<file path="src/include/eg_macros.svh">
// envelope generator sizes: slot count, level width, counter width, silence level
`ifndef EG_MACROS_SVH
`define EG_MACROS_SVH

////////////////////
// slot ring

// operator slots served in turn by one engine
`define EG_SLOTS 24

////////////////////
// attenuation

`define EG_LVL_W 10        // level bits, 0 is loudest
`define EG_LVL_MAX 10'h3FF // all ones, silent

////////////////////
// envelope clock

// global counter, one tick per round
`define EG_CNT_W 15

`endif

</file>
<file path="src/rtl/eg_phase_pkg.sv">
// envelope phase enum and attenuation level type
`include "eg_macros.svh"

package eg_phase_pkg;

    // per-slot phase, release doubles as the idle phase
    typedef enum logic [1:0] {
        ph_attack  = 2'd0,
        ph_decay   = 2'd1,
        ph_sustain = 2'd2,
        ph_release = 2'd3  // all ones, matches the state line reset
    } eg_phase_t;

    // attenuation, 0 loudest and all ones silent
    typedef logic [`EG_LVL_W-1:0] eg_level_t;

endpackage

</file>
<file path="src/rtl/eg_rate_pkg.sv">
// rate, key-code and envelope counter types
`include "eg_macros.svh"

package eg_rate_pkg;

    // base rate from the slot settings, 0 freezes the level
    typedef logic [4:0] eg_rate_t;

    // rate after key scaling, 0..63
    typedef logic [5:0] eg_eff_rate_t;

    typedef logic [4:0] eg_keycode_t; // block and note bits

    // global envelope counter
    typedef logic [`EG_CNT_W-1:0] eg_cnt_t;

endpackage

</file>
<file path="src/rtl/eg_engine.sv">
// envelope engine with stage II..V registers, circulating slot state and stage blocks
`timescale 1ns/1ns
`include "eg_macros.svh"

module eg_engine import eg_phase_pkg::*, eg_rate_pkg::*; (
    input  logic        clk,
    input  logic        rst,
    input  logic        clk_en,
    input  logic        zero,
    input  eg_cnt_t     eg_cnt,
    input  logic        keyon,
    input  eg_rate_t    arate,
    input  eg_rate_t    drate,
    input  eg_rate_t    srate,
    input  logic [3:0]  rrate,
    input  logic [3:0]  sl,
    input  logic [1:0]  ks,
    input  eg_keycode_t keycode,
    input  logic [6:0]  tl,
    output eg_level_t   eg_out,
    output logic        pg_rst
);

    // stage I
    logic         key_last;
    logic         keyon_now, keyoff_now;
    logic [1:0]   phase_raw;
    eg_phase_t    phase_in, phase_next;
    eg_level_t    level_i;
    eg_rate_t     base_rate_i;
    logic         pg_rst_i;
    // stage II
    logic         zero_d;
    eg_cnt_t      cnt_ii;       // counter seen by one whole round
    eg_level_t    level_ii;
    logic         attack_ii;
    eg_rate_t     base_rate_ii;
    eg_keycode_t  keycode_ii;
    logic [1:0]   ks_ii;
    logic [6:0]   tl_ii;
    logic         cnt_in, cnt_lsb_ii, step_ii;
    eg_eff_rate_t eff_rate_ii;
    logic [3:0]   step_size_ii;
    // stage III
    eg_level_t    level_iii, level_out_iii;
    logic         attack_iii, step_iii;
    eg_eff_rate_t eff_rate_iii;
    logic [3:0]   step_size_iii;
    logic [6:0]   tl_iii;
    // stage IV
    eg_level_t    level_iv, eg_out_iv;
    logic [6:0]   tl_iv;

    assign keyon_now  = keyon & ~key_last;
    assign keyoff_now = ~keyon & key_last;
    assign phase_in   = eg_phase_t'(phase_raw);

    eg_phase_logic u_phase (
        .keyon_now  (keyon_now),
        .keyoff_now (keyoff_now),
        .phase_in   (phase_in),
        .level_in   (level_i),
        .arate      (arate),
        .drate      (drate),
        .srate      (srate),
        .rrate      (rrate),
        .sl         (sl),
        .phase_next (phase_next),
        .base_rate  (base_rate_i),
        .pg_rst     (pg_rst_i)
    );

    eg_rate_step u_rate (
        .base_rate (base_rate_ii),
        .keycode   (keycode_ii),
        .ks        (ks_ii),
        .eg_cnt    (cnt_ii),
        .cnt_in    (cnt_in),
        .eff_rate  (eff_rate_ii),
        .step      (step_ii),
        .cnt_lsb   (cnt_lsb_ii),
        .step_size (step_size_ii)
    );

    eg_level_calc u_level (
        .attack      (attack_iii),
        .step        (step_iii),
        .eff_rate    (eff_rate_iii),
        .step_size   (step_size_iii),
        .level_in    (level_iii),
        .level_out   (level_out_iii),
        .tl          (tl_iv),
        .final_level (level_iv),
        .eg_out      (eg_out_iv)
    );

    ////////////////////
    // pipeline registers

    always_ff @(posedge clk) begin
        if (rst) begin
            zero_d        <= 1'b0;
            cnt_ii        <= '0;
            level_ii      <= `EG_LVL_MAX;
            attack_ii     <= 1'b0;
            base_rate_ii  <= '0;
            keycode_ii    <= '0;
            ks_ii         <= '0;
            tl_ii         <= '0;
            pg_rst        <= 1'b0;
            level_iii     <= `EG_LVL_MAX;
            attack_iii    <= 1'b0;
            step_iii      <= 1'b0;
            eff_rate_iii  <= '0;
            step_size_iii <= '0;
            tl_iii        <= '0;
            level_iv      <= `EG_LVL_MAX;
            tl_iv         <= '0;
            eg_out        <= `EG_LVL_MAX;
        end else if (clk_en) begin
            zero_d <= zero;
            if (zero_d) begin
                cnt_ii <= eg_cnt; // slot 0 enters stage II next
            end
            level_ii      <= level_i;
            attack_ii     <= (phase_next == ph_attack);
            base_rate_ii  <= base_rate_i;
            keycode_ii    <= keycode;
            ks_ii         <= ks;
            tl_ii         <= tl;
            pg_rst        <= pg_rst_i;
            level_iii     <= level_ii;
            attack_iii    <= attack_ii;
            step_iii      <= step_ii;
            eff_rate_iii  <= eff_rate_ii;
            step_size_iii <= step_size_ii;
            tl_iii        <= tl_ii;
            level_iv      <= level_out_iii; // updated level
            tl_iv         <= tl_iii;
            eg_out        <= eg_out_iv;     // stage V
        end
    end

    ////////////////////
    // slot state lines

    slot_shift #(.width(1), .stages(`EG_SLOTS), .rst_ones(1'b0)) u_key_sh (
        .clk (clk), .rst (rst), .clk_en (clk_en),
        .din (keyon), .dout (key_last)
    );

    slot_shift #(.width(2), .stages(`EG_SLOTS), .rst_ones(1'b1)) u_phase_sh (
        .clk (clk), .rst (rst), .clk_en (clk_en),
        .din (phase_next), .dout (phase_raw)
    );

    // three stages already held by the pipeline registers
    slot_shift #(.width(10), .stages(`EG_SLOTS - 3), .rst_ones(1'b1)) u_level_sh (
        .clk (clk), .rst (rst), .clk_en (clk_en),
        .din (level_iv), .dout (level_i)
    );

    slot_shift #(.width(1), .stages(`EG_SLOTS), .rst_ones(1'b0)) u_cnt_sh (
        .clk (clk), .rst (rst), .clk_en (clk_en),
        .din (cnt_lsb_ii), .dout (cnt_in)
    );

endmodule

</file>
<file path="src/rtl/eg_level_calc.sv">
// stage III level update and stage IV total level with saturation
`timescale 1ns/1ns
`include "eg_macros.svh"

module eg_level_calc import eg_phase_pkg::*, eg_rate_pkg::*; (
    input  logic         attack,
    input  logic         step,
    input  eg_eff_rate_t eff_rate,
    input  logic [3:0]   step_size,
    input  eg_level_t    level_in,
    output eg_level_t    level_out,
    input  logic [6:0]   tl,
    input  eg_level_t    final_level,
    output eg_level_t    eg_out
);

    logic [6:0]  ar_frac; // level/16 + 1
    logic [10:0] ar_dec;
    logic [10:0] dr_sum;
    logic [10:0] tl_sum;

    ////////////////////
    // stage III

    assign ar_frac = {1'b0, level_in[9:4]} + 7'd1;
    assign ar_dec  = 11'(ar_frac) * 11'(step_size); // at most 64*15
    assign dr_sum  = {1'b0, level_in} + {7'd0, step_size};

    always_comb begin
        level_out = level_in;
        if (attack) begin
            if (eff_rate >= 6'd62) begin
                level_out = '0; // instant attack
            end else if (step) begin
                // exponential approach toward 0
                if (ar_dec >= {1'b0, level_in}) begin
                    level_out = '0;
                end else begin
                    level_out = level_in - ar_dec[9:0];
                end
            end
        end else if (step) begin
            level_out = dr_sum[10] ? `EG_LVL_MAX : dr_sum[9:0];
        end
    end

    ////////////////////
    // stage IV

    assign tl_sum = {1'b0, final_level} + {1'b0, tl, 3'b000};
    assign eg_out = tl_sum[10] ? `EG_LVL_MAX : tl_sum[9:0]; // clamp at silence

endmodule

</file>
<file path="src/rtl/eg_phase_logic.sv">
// stage I: key edges and level to next envelope phase, base rate, pg reset
`timescale 1ns/1ns

module eg_phase_logic import eg_phase_pkg::*, eg_rate_pkg::*; (
    input  logic       keyon_now,
    input  logic       keyoff_now,
    input  eg_phase_t  phase_in,
    input  eg_level_t  level_in,
    input  eg_rate_t   arate,
    input  eg_rate_t   drate,
    input  eg_rate_t   srate,
    input  logic [3:0] rrate,
    input  logic [3:0] sl,
    output eg_phase_t  phase_next,
    output eg_rate_t   base_rate,
    output logic       pg_rst
);

    eg_level_t sl_level; // decay to sustain threshold
    logic      sl_hit;

    ////////////////////
    // sustain level

    // sl 15 maps to the top step instead of 0x1E0
    assign sl_level = {((&sl) ? 5'h1f : {1'b0, sl}), 5'd0};
    assign sl_hit   = (level_in >= sl_level);

    ////////////////////
    // phase transitions

    always_comb begin
        phase_next = phase_in;
        if (keyon_now) begin
            phase_next = ph_attack; // restart from whatever level is there
        end else if (keyoff_now) begin
            phase_next = ph_release;
        end else begin
            case (phase_in)
                ph_attack: begin
                    if (level_in == '0) begin
                        phase_next = ph_decay;
                    end
                end
                ph_decay: begin
                    if (sl_hit) begin
                        phase_next = ph_sustain;
                    end
                end
                default: phase_next = phase_in; // sustain and release hold
            endcase
        end
    end

    // rate of the phase just chosen
    always_comb begin
        case (phase_next)
            ph_attack:  base_rate = arate;
            ph_decay:   base_rate = drate;
            ph_sustain: base_rate = srate;
            default:    base_rate = {rrate, 1'b1}; // release, 2*rr+1
        endcase
    end

    assign pg_rst = keyon_now; // phase generator restarts on key-on edge

endmodule

</file>
<file path="src/rtl/eg_rate_step.sv">
// stage II: key-scaled rate, counter driven step decision and step size
`timescale 1ns/1ns

module eg_rate_step import eg_rate_pkg::*; (
    input  eg_rate_t     base_rate,
    input  logic [4:0]   keycode,
    input  logic [1:0]   ks,
    input  eg_cnt_t      eg_cnt,
    input  logic         cnt_in,
    output eg_eff_rate_t eff_rate,
    output logic         step,
    output logic         cnt_lsb,
    output logic [3:0]   step_size
);

    logic [4:0] ks_kc;     // keycode share after key scaling
    logic [6:0] pre_rate;  // one bit of headroom
    logic [3:0] rate_hi;
    logic [3:0] cnt_shift;
    eg_cnt_t    cnt_sh;
    logic [2:0] cnt;       // counter window for this rate
    logic [7:0] pattern;
    logic       sum_up;

    ////////////////////
    // effective rate

    assign ks_kc    = keycode >> (2'd3 - ks);
    assign pre_rate = (base_rate == '0) ? 7'd0
                    : {1'b0, base_rate, 1'b0} + {2'b0, ks_kc};
    assign eff_rate = pre_rate[6] ? 6'd63 : pre_rate[5:0];

    ////////////////////
    // counter window

    assign rate_hi   = eff_rate[5:2];
    // faster rates look at lower counter bits, 48 and up use bits 2:0
    assign cnt_shift = (rate_hi >= 4'd12) ? 4'd0 : 4'd12 - rate_hi;
    assign cnt_sh    = eg_cnt >> cnt_shift;
    assign cnt       = cnt_sh[2:0];

    always_comb begin
        case (eff_rate[1:0])
            2'd0:    pattern = 8'b1010_1010; // 4 of 8
            2'd1:    pattern = 8'b1110_1010;
            2'd2:    pattern = 8'b1110_1110;
            default: pattern = 8'b1111_1110; // 7 of 8
        endcase
    end

    // step only once per change of the window LSB
    assign sum_up  = (cnt[0] != cnt_in);
    assign cnt_lsb = cnt[0];

    always_comb begin
        if (eff_rate[5:1] == 5'd0) begin
            step = 1'b0;               // rates 0 and 1 never move
        end else if (rate_hi >= 4'd12) begin
            step = sum_up;             // every round
        end else begin
            step = sum_up & pattern[cnt];
        end
    end

    always_comb begin
        case (rate_hi)
            4'd12:   step_size = 4'd2;
            4'd13:   step_size = 4'd4;
            4'd14,
            4'd15:   step_size = 4'd8;
            default: step_size = 4'd1;
        endcase
    end

endmodule

</file>
<file path="src/rtl/eg_round_timer.sv">
// slot position counter, round pulse and global envelope counter
`timescale 1ns/1ns
`include "eg_macros.svh"

module eg_round_timer import eg_rate_pkg::*; (
    input  logic    clk,
    input  logic    rst,
    input  logic    clk_en,
    output logic    zero,
    output eg_cnt_t eg_cnt
);

    localparam int slot_w = $clog2(`EG_SLOTS);

    logic [slot_w-1:0] slot_cnt; // slot now at stage I

    always_ff @(posedge clk) begin
        if (rst) begin
            slot_cnt <= '0;
            zero     <= 1'b0;
            eg_cnt   <= '0;
        end else if (clk_en) begin
            if (slot_cnt == slot_w'(`EG_SLOTS - 1)) begin
                slot_cnt <= '0;
            end else begin
                slot_cnt <= slot_cnt + 1'b1;
            end
            // high while the last slot sits at stage I
            zero <= (slot_cnt == slot_w'(`EG_SLOTS - 2));
            if (zero) begin
                eg_cnt <= eg_cnt + 1'b1; // envelope clock, once a round
            end
        end
    end

endmodule

</file>
<file path="src/rtl/eg_top.sv">
// envelope generator top: round timer and engine
`timescale 1ns/1ns

module eg_top import eg_phase_pkg::*, eg_rate_pkg::*; (
    input  logic        clk,
    input  logic        rst,
    input  logic        clk_en,
    input  logic        keyon,
    input  eg_rate_t    arate,
    input  eg_rate_t    drate,
    input  eg_rate_t    srate,
    input  logic [3:0]  rrate,
    input  logic [3:0]  sl,
    input  logic [1:0]  ks,
    input  eg_keycode_t keycode,
    input  logic [6:0]  tl,
    output eg_level_t   eg_out,
    output logic        pg_rst
);

    logic    zero;   // last slot at stage I
    eg_cnt_t eg_cnt;

    eg_round_timer u_timer (
        .clk    (clk),
        .rst    (rst),
        .clk_en (clk_en),
        .zero   (zero),
        .eg_cnt (eg_cnt)
    );

    eg_engine u_engine (
        .clk     (clk),
        .rst     (rst),
        .clk_en  (clk_en),
        .zero    (zero),
        .eg_cnt  (eg_cnt),
        .keyon   (keyon),
        .arate   (arate),
        .drate   (drate),
        .srate   (srate),
        .rrate   (rrate),
        .sl      (sl),
        .ks      (ks),
        .keycode (keycode),
        .tl      (tl),
        .eg_out  (eg_out),
        .pg_rst  (pg_rst)
    );

endmodule

</file>
<file path="src/rtl/slot_shift.sv">
// per-slot delay line with enable and synchronous reset fill
`timescale 1ns/1ns

module slot_shift #(
    parameter int width    = 1,
    parameter int stages   = 24,
    parameter bit rst_ones = 1'b0  // reset fill value
) (
    input  logic             clk,
    input  logic             rst,
    input  logic             clk_en,
    input  logic [width-1:0] din,
    output logic [width-1:0] dout
);

    logic [width-1:0] sh [stages];

    always_ff @(posedge clk) begin
        if (rst) begin
            for (int i = 0; i < stages; i++) begin
                sh[i] <= rst_ones ? '1 : '0;
            end
        end else if (clk_en) begin
            sh[0] <= din;
            for (int i = 1; i < stages; i++) begin
                sh[i] <= sh[i-1];
            end
        end
    end

    assign dout = sh[stages-1]; // oldest entry

endmodule
</file>
<file path="config.mk">
export PLATFORM = sky130hd
export DESIGN_NAME = eg_top
export DESIGN_NICKNAME = d
export VERILOG_FILES = /design/src/rtl/eg_phase_pkg.sv /design/src/rtl/eg_rate_pkg.sv /design/src/rtl/eg_engine.sv /design/src/rtl/eg_level_calc.sv /design/src/rtl/eg_phase_logic.sv /design/src/rtl/eg_rate_step.sv /design/src/rtl/eg_round_timer.sv /design/src/rtl/eg_top.sv /design/src/rtl/slot_shift.sv
export VERILOG_INCLUDE_DIRS = /design/src /design/src/include
export SDC_FILE = /design/constraint.sdc
export NUM_CORES = 1
export LEC_CHECK = 0
export BUFFER_PORTS_ARGS = -buffer_cell sky130_fd_sc_hd__buf_4
export CORE_AREA = 2 2 214 174
export DETAILED_ROUTE_END_ITERATION = 10
export DIE_AREA = 0 0 216 176
export GPL_ROUTABILITY_DRIVEN = 0
export PLACE_DENSITY = 0.72
export SLEW_MARGIN = 5
export SYNTH_ARGS = -nofsm -noshare
export SYNTH_HDL_FRONTEND = slang
export SYNTH_SLANG_ARGS = --single-unit
</file>
<file path="constraint.sdc">
create_clock -name clk -period 13.35 [get_ports clk]
set_input_delay 2.0025 -clock clk [delete_from_list [all_inputs] [get_ports clk]]
set_output_delay 2.0025 -clock clk [all_outputs]
set_load 0.1 [all_outputs]
</file>
==> qor.yml <==
synth:
  ys_ff_latch: 429
  yosys.cell_types.count: 82
  ys_seq_area_frac: 0.607
  synth_edf_count: 306
  synthesis.area_sq_um: 19200
  async_reset_ff_frac: 0
  ys.flop_type: "edfxtp_1"
  synth_fp_nets: 1712
  yosys_warnings: 0
  syn_inst: 1595
  syn_avg_cell_area_sq_um: 12.0
sta:
  setup_tns_ns: 0
  hold_viol: 0
  clock_skew_ns: 0.0121
  rsz0062_at_grt: "no"
  final_max_slew_viol_count: 0
  max_freq_mhz: 184
  slew_headroom: 0.251
  worst_pin_slew_ns: 1.12
  fin_crit_sh: 0.408
  min_period_ns: 5.45
  setup_viol: 0
cells_and_area:
  layout-drive-gt1-share: 0.117
  area_growth_pct: 11.5
  utilization: 0.600
  antenna_cells: 0
  layout_commonest_cell: "edfxtp_1"
  final_cell_mix: "306 x edfxtp_1, 220 x nand2b_1, 123 x dfxtp_1"
  fin_cells: 2137
  nets: 1741
  final_area_sq_um: 21400
job:
  maxCapViolations: 0
grt:
  met2_usage: 0.283
  grt_pass1_vias: 11161
  grt_max_degree: 256
  grt_use_met3: 0.0372
  track_usage: 0.188
  top_usage_layer: "met2"
  grt_pass1_wl_mm: 57.8
  overflow: 0
  grt_antenna_before_repair: 0
  grt.met1_usage: 0.277
route:
  drcViolationCount: 0
  avgViaCountPerCell: 5.51
  wirelength_mm: 35.5
  drt_iter0_markers: 1061
  wire_per_inst_microns: 16.6
  drt-pass1-iter-count: 5
  num_vias: 11776
  ant_nets: 0
pwr:
  p_leak_nw: 7.28
  pwr_density_cell_nw_per_um2: 136
  power_w: 0.00291
  vdd_ir_drop_max_mv: 0.123
floorplanning:
  start_util: 0.538
  coreArea_sq_um: 35700
  io_pins: 52
  dieArea_sq_um: 38000
  die_h_microns: 176
  die_x_microns: 216
  rows: 62
clock_tree:
  htree_levels: 2
  cts_tree: "yes"
  cts_setup_buffers: 0
  hold_buffers: 0
  clk_latency_ns: 0.54
  cts_root_buffer: "clkbuf_16"
  post_cts_resized: 0
  cts_sinks: 429
  cts.clk_slew.worst_paths_ns: 0.06
  numCtsBuffers: 42
  clk_path_buf_depth: 3
worst_setup_path:
  startpoint_type: "flip-flop"
  cp.required_ns: 13.80
  cp.arrival_ns: 5.90
  crit_type: "flip-flop to flip-flop"
  cp_max_fo: 8
  endpoint_kind: "flip-flop"
hold_path:
  min_path_type: "flip-flop to flip-flop"
placed_design:
  hpwl_mm: 22.3
  dpl_cell_area_sq_um: 20000
  dp_cells: 2060
  io_buffers: 51
outcome:
  status: "completed"
==> through the flow <==
stage          setup slack (ns)  hold slack, ns
2_1_floorplan              8.32           0.423
3_3_place_gp               8.14           0.435
3_5_place_dp               8.00           0.443
4_1_cts                    7.97           0.459
5_1_grt                    7.45           0.483
6_report                   7.90           0.456
==> where the power goes <==
group          internal (W)  leakage [nW]  switching [W]
Clock              0.000735         0.702       0.000496
Combinational     0.0000721          3.14       0.000145
Sequential          0.00144          3.44      0.0000172
==> cells in the mapped netlist, types with 7 or more instances <==
cell type | n | share of area
ha_1 | 62 | 0.040
mux2i_1 | 62 | 0.032
and3_1 | 8 | 0.0026
xnor2_1 | 16 | 0.0073
o31ai_1 | 8 | 0.0031
edfxtp_1 | 306 | 0.48
or2_2 | 43 | 0.014
clkbuf_1 | 59 | 0.012
nor2b_1 | 28 | 0.0091
nor3_1 | 12 | 0.0031
a211oi_1 | 7 | 0.0027
and2_1 | 52 | 0.017
o211ai_1 | 21 | 0.0082
o21bai_1 | 7 | 0.0027
xor2_1 | 22 | 0.010
a221oi_1 | 9 | 0.0041
nand2b_1 | 220 | 0.072
nor2_1 | 81 | 0.016
nand3_1 | 12 | 0.0031
nand2_1 | 122 | 0.024
fa_1 | 14 | 0.015
mux2_2 | 7 | 0.0041
buf_1 | 8 | 0.0016
a21oi_1 | 68 | 0.018
a21o_1 | 13 | 0.0051
inv_1 | 61 | 0.012
o21a_1 | 7 | 0.0027
o21ai_0 | 37 | 0.0096
dfxtp_1 | 123 | 0.13
a31oi_1 | 7 | 0.0023
o22ai_1 | 9 | 0.0029
==> flip-flops by register name (all words and copies together) (netlist names), 5 cells and up <==
signal,cells
u_engine.u_level_sh.sh,210
u_engine.u_phase_sh.sh,48
u_engine.u_cnt_sh.sh,24
u_engine.u_key_sh.sh,24
u_engine.cnt_ii,15
u_timer.eg_cnt,15
u_engine.eg_out,10
u_engine.level_ii,10
u_engine.level_iii,10
u_engine.level_iv,10
u_engine.tl_ii,7
u_engine.tl_iii,7
u_engine.tl_iv,7
u_engine.base_rate_ii,5
u_engine.eff_rate_iii,5
u_engine.keycode_ii,5
u_timer.slot_cnt,5
==> metal layers <==
layer / up-vias / routed length, microns
met5: - / 0
met4: 0 / 786
met3: 60 / 2370
met2: 344 / 15600
met1: 5732 / 16700
li1: 5640 / -
==> path summary, 6_finish.rpt <==
| kind | from | end | slack, ns | depth (start not counted) |
|---|---|---|---|---|
| setup / recovery | u_engine.level_iii[4] | u_engine.level_iv[5] | 7.90 | 21 |
| hold / removal | u_engine.eff_rate_iii[2] | u_engine.eff_rate_iii[2] | 0.46 | 2 |
| setup reg to reg | u_engine.level_iii[4] | u_engine.level_iv[5] | 7.90 | 21 |
| hold reg to reg | u_engine.eff_rate_iii[2] | u_engine.eff_rate_iii[2] | 0.46 | 2 |
==> critical path, stage by stage (launching register included) <==
cell and delay [ns]:
dfxtp_1 0.48, inv_1 0.16, nor3_1 0.43, xnor2_1 0.28
nor2_1 0.10, fa_1 0.49, inv_1 0.06, fa_1 0.54
inv_1 0.05, ha_1 0.33, a21oi_1 0.23, o21bai_1 0.12
a21oi_1 0.23, xnor2_1 0.18, ha_1 0.34, nand4_1 0.13
nor2_1 0.05, or3_1 0.31, o221ai_1 0.25, and2_1 0.25
a2111oi_0 0.13, a211oi_1 0.23
==> cell type report <==
| class | instances | area (sq um) |
|---|---|---|
| fillers | 2877 | 14300 |
| flip-flops and latches | 429 | 11700 |
| multi-input cells | 1030 | 7010 |
| clock buffers | 51 | 1120 |
| well taps | 480 | 601 |
| repair buffers | 58 | 448 |
| clock inverters | 26 | 333 |
| inverters | 63 | 244 |
==> logic make-up after synthesis <==
group           count (synthesis)  synth area share
simple gates                  612             0.173
fa+ha+maj                      77            0.0555
mux                            70            0.0370
xor+xnor                       38            0.0173
flops                         429             0.607
compound gates                233            0.0817
buf+inv                       136            0.0280
Note: power is estimated with default switching activity, not from simulation.
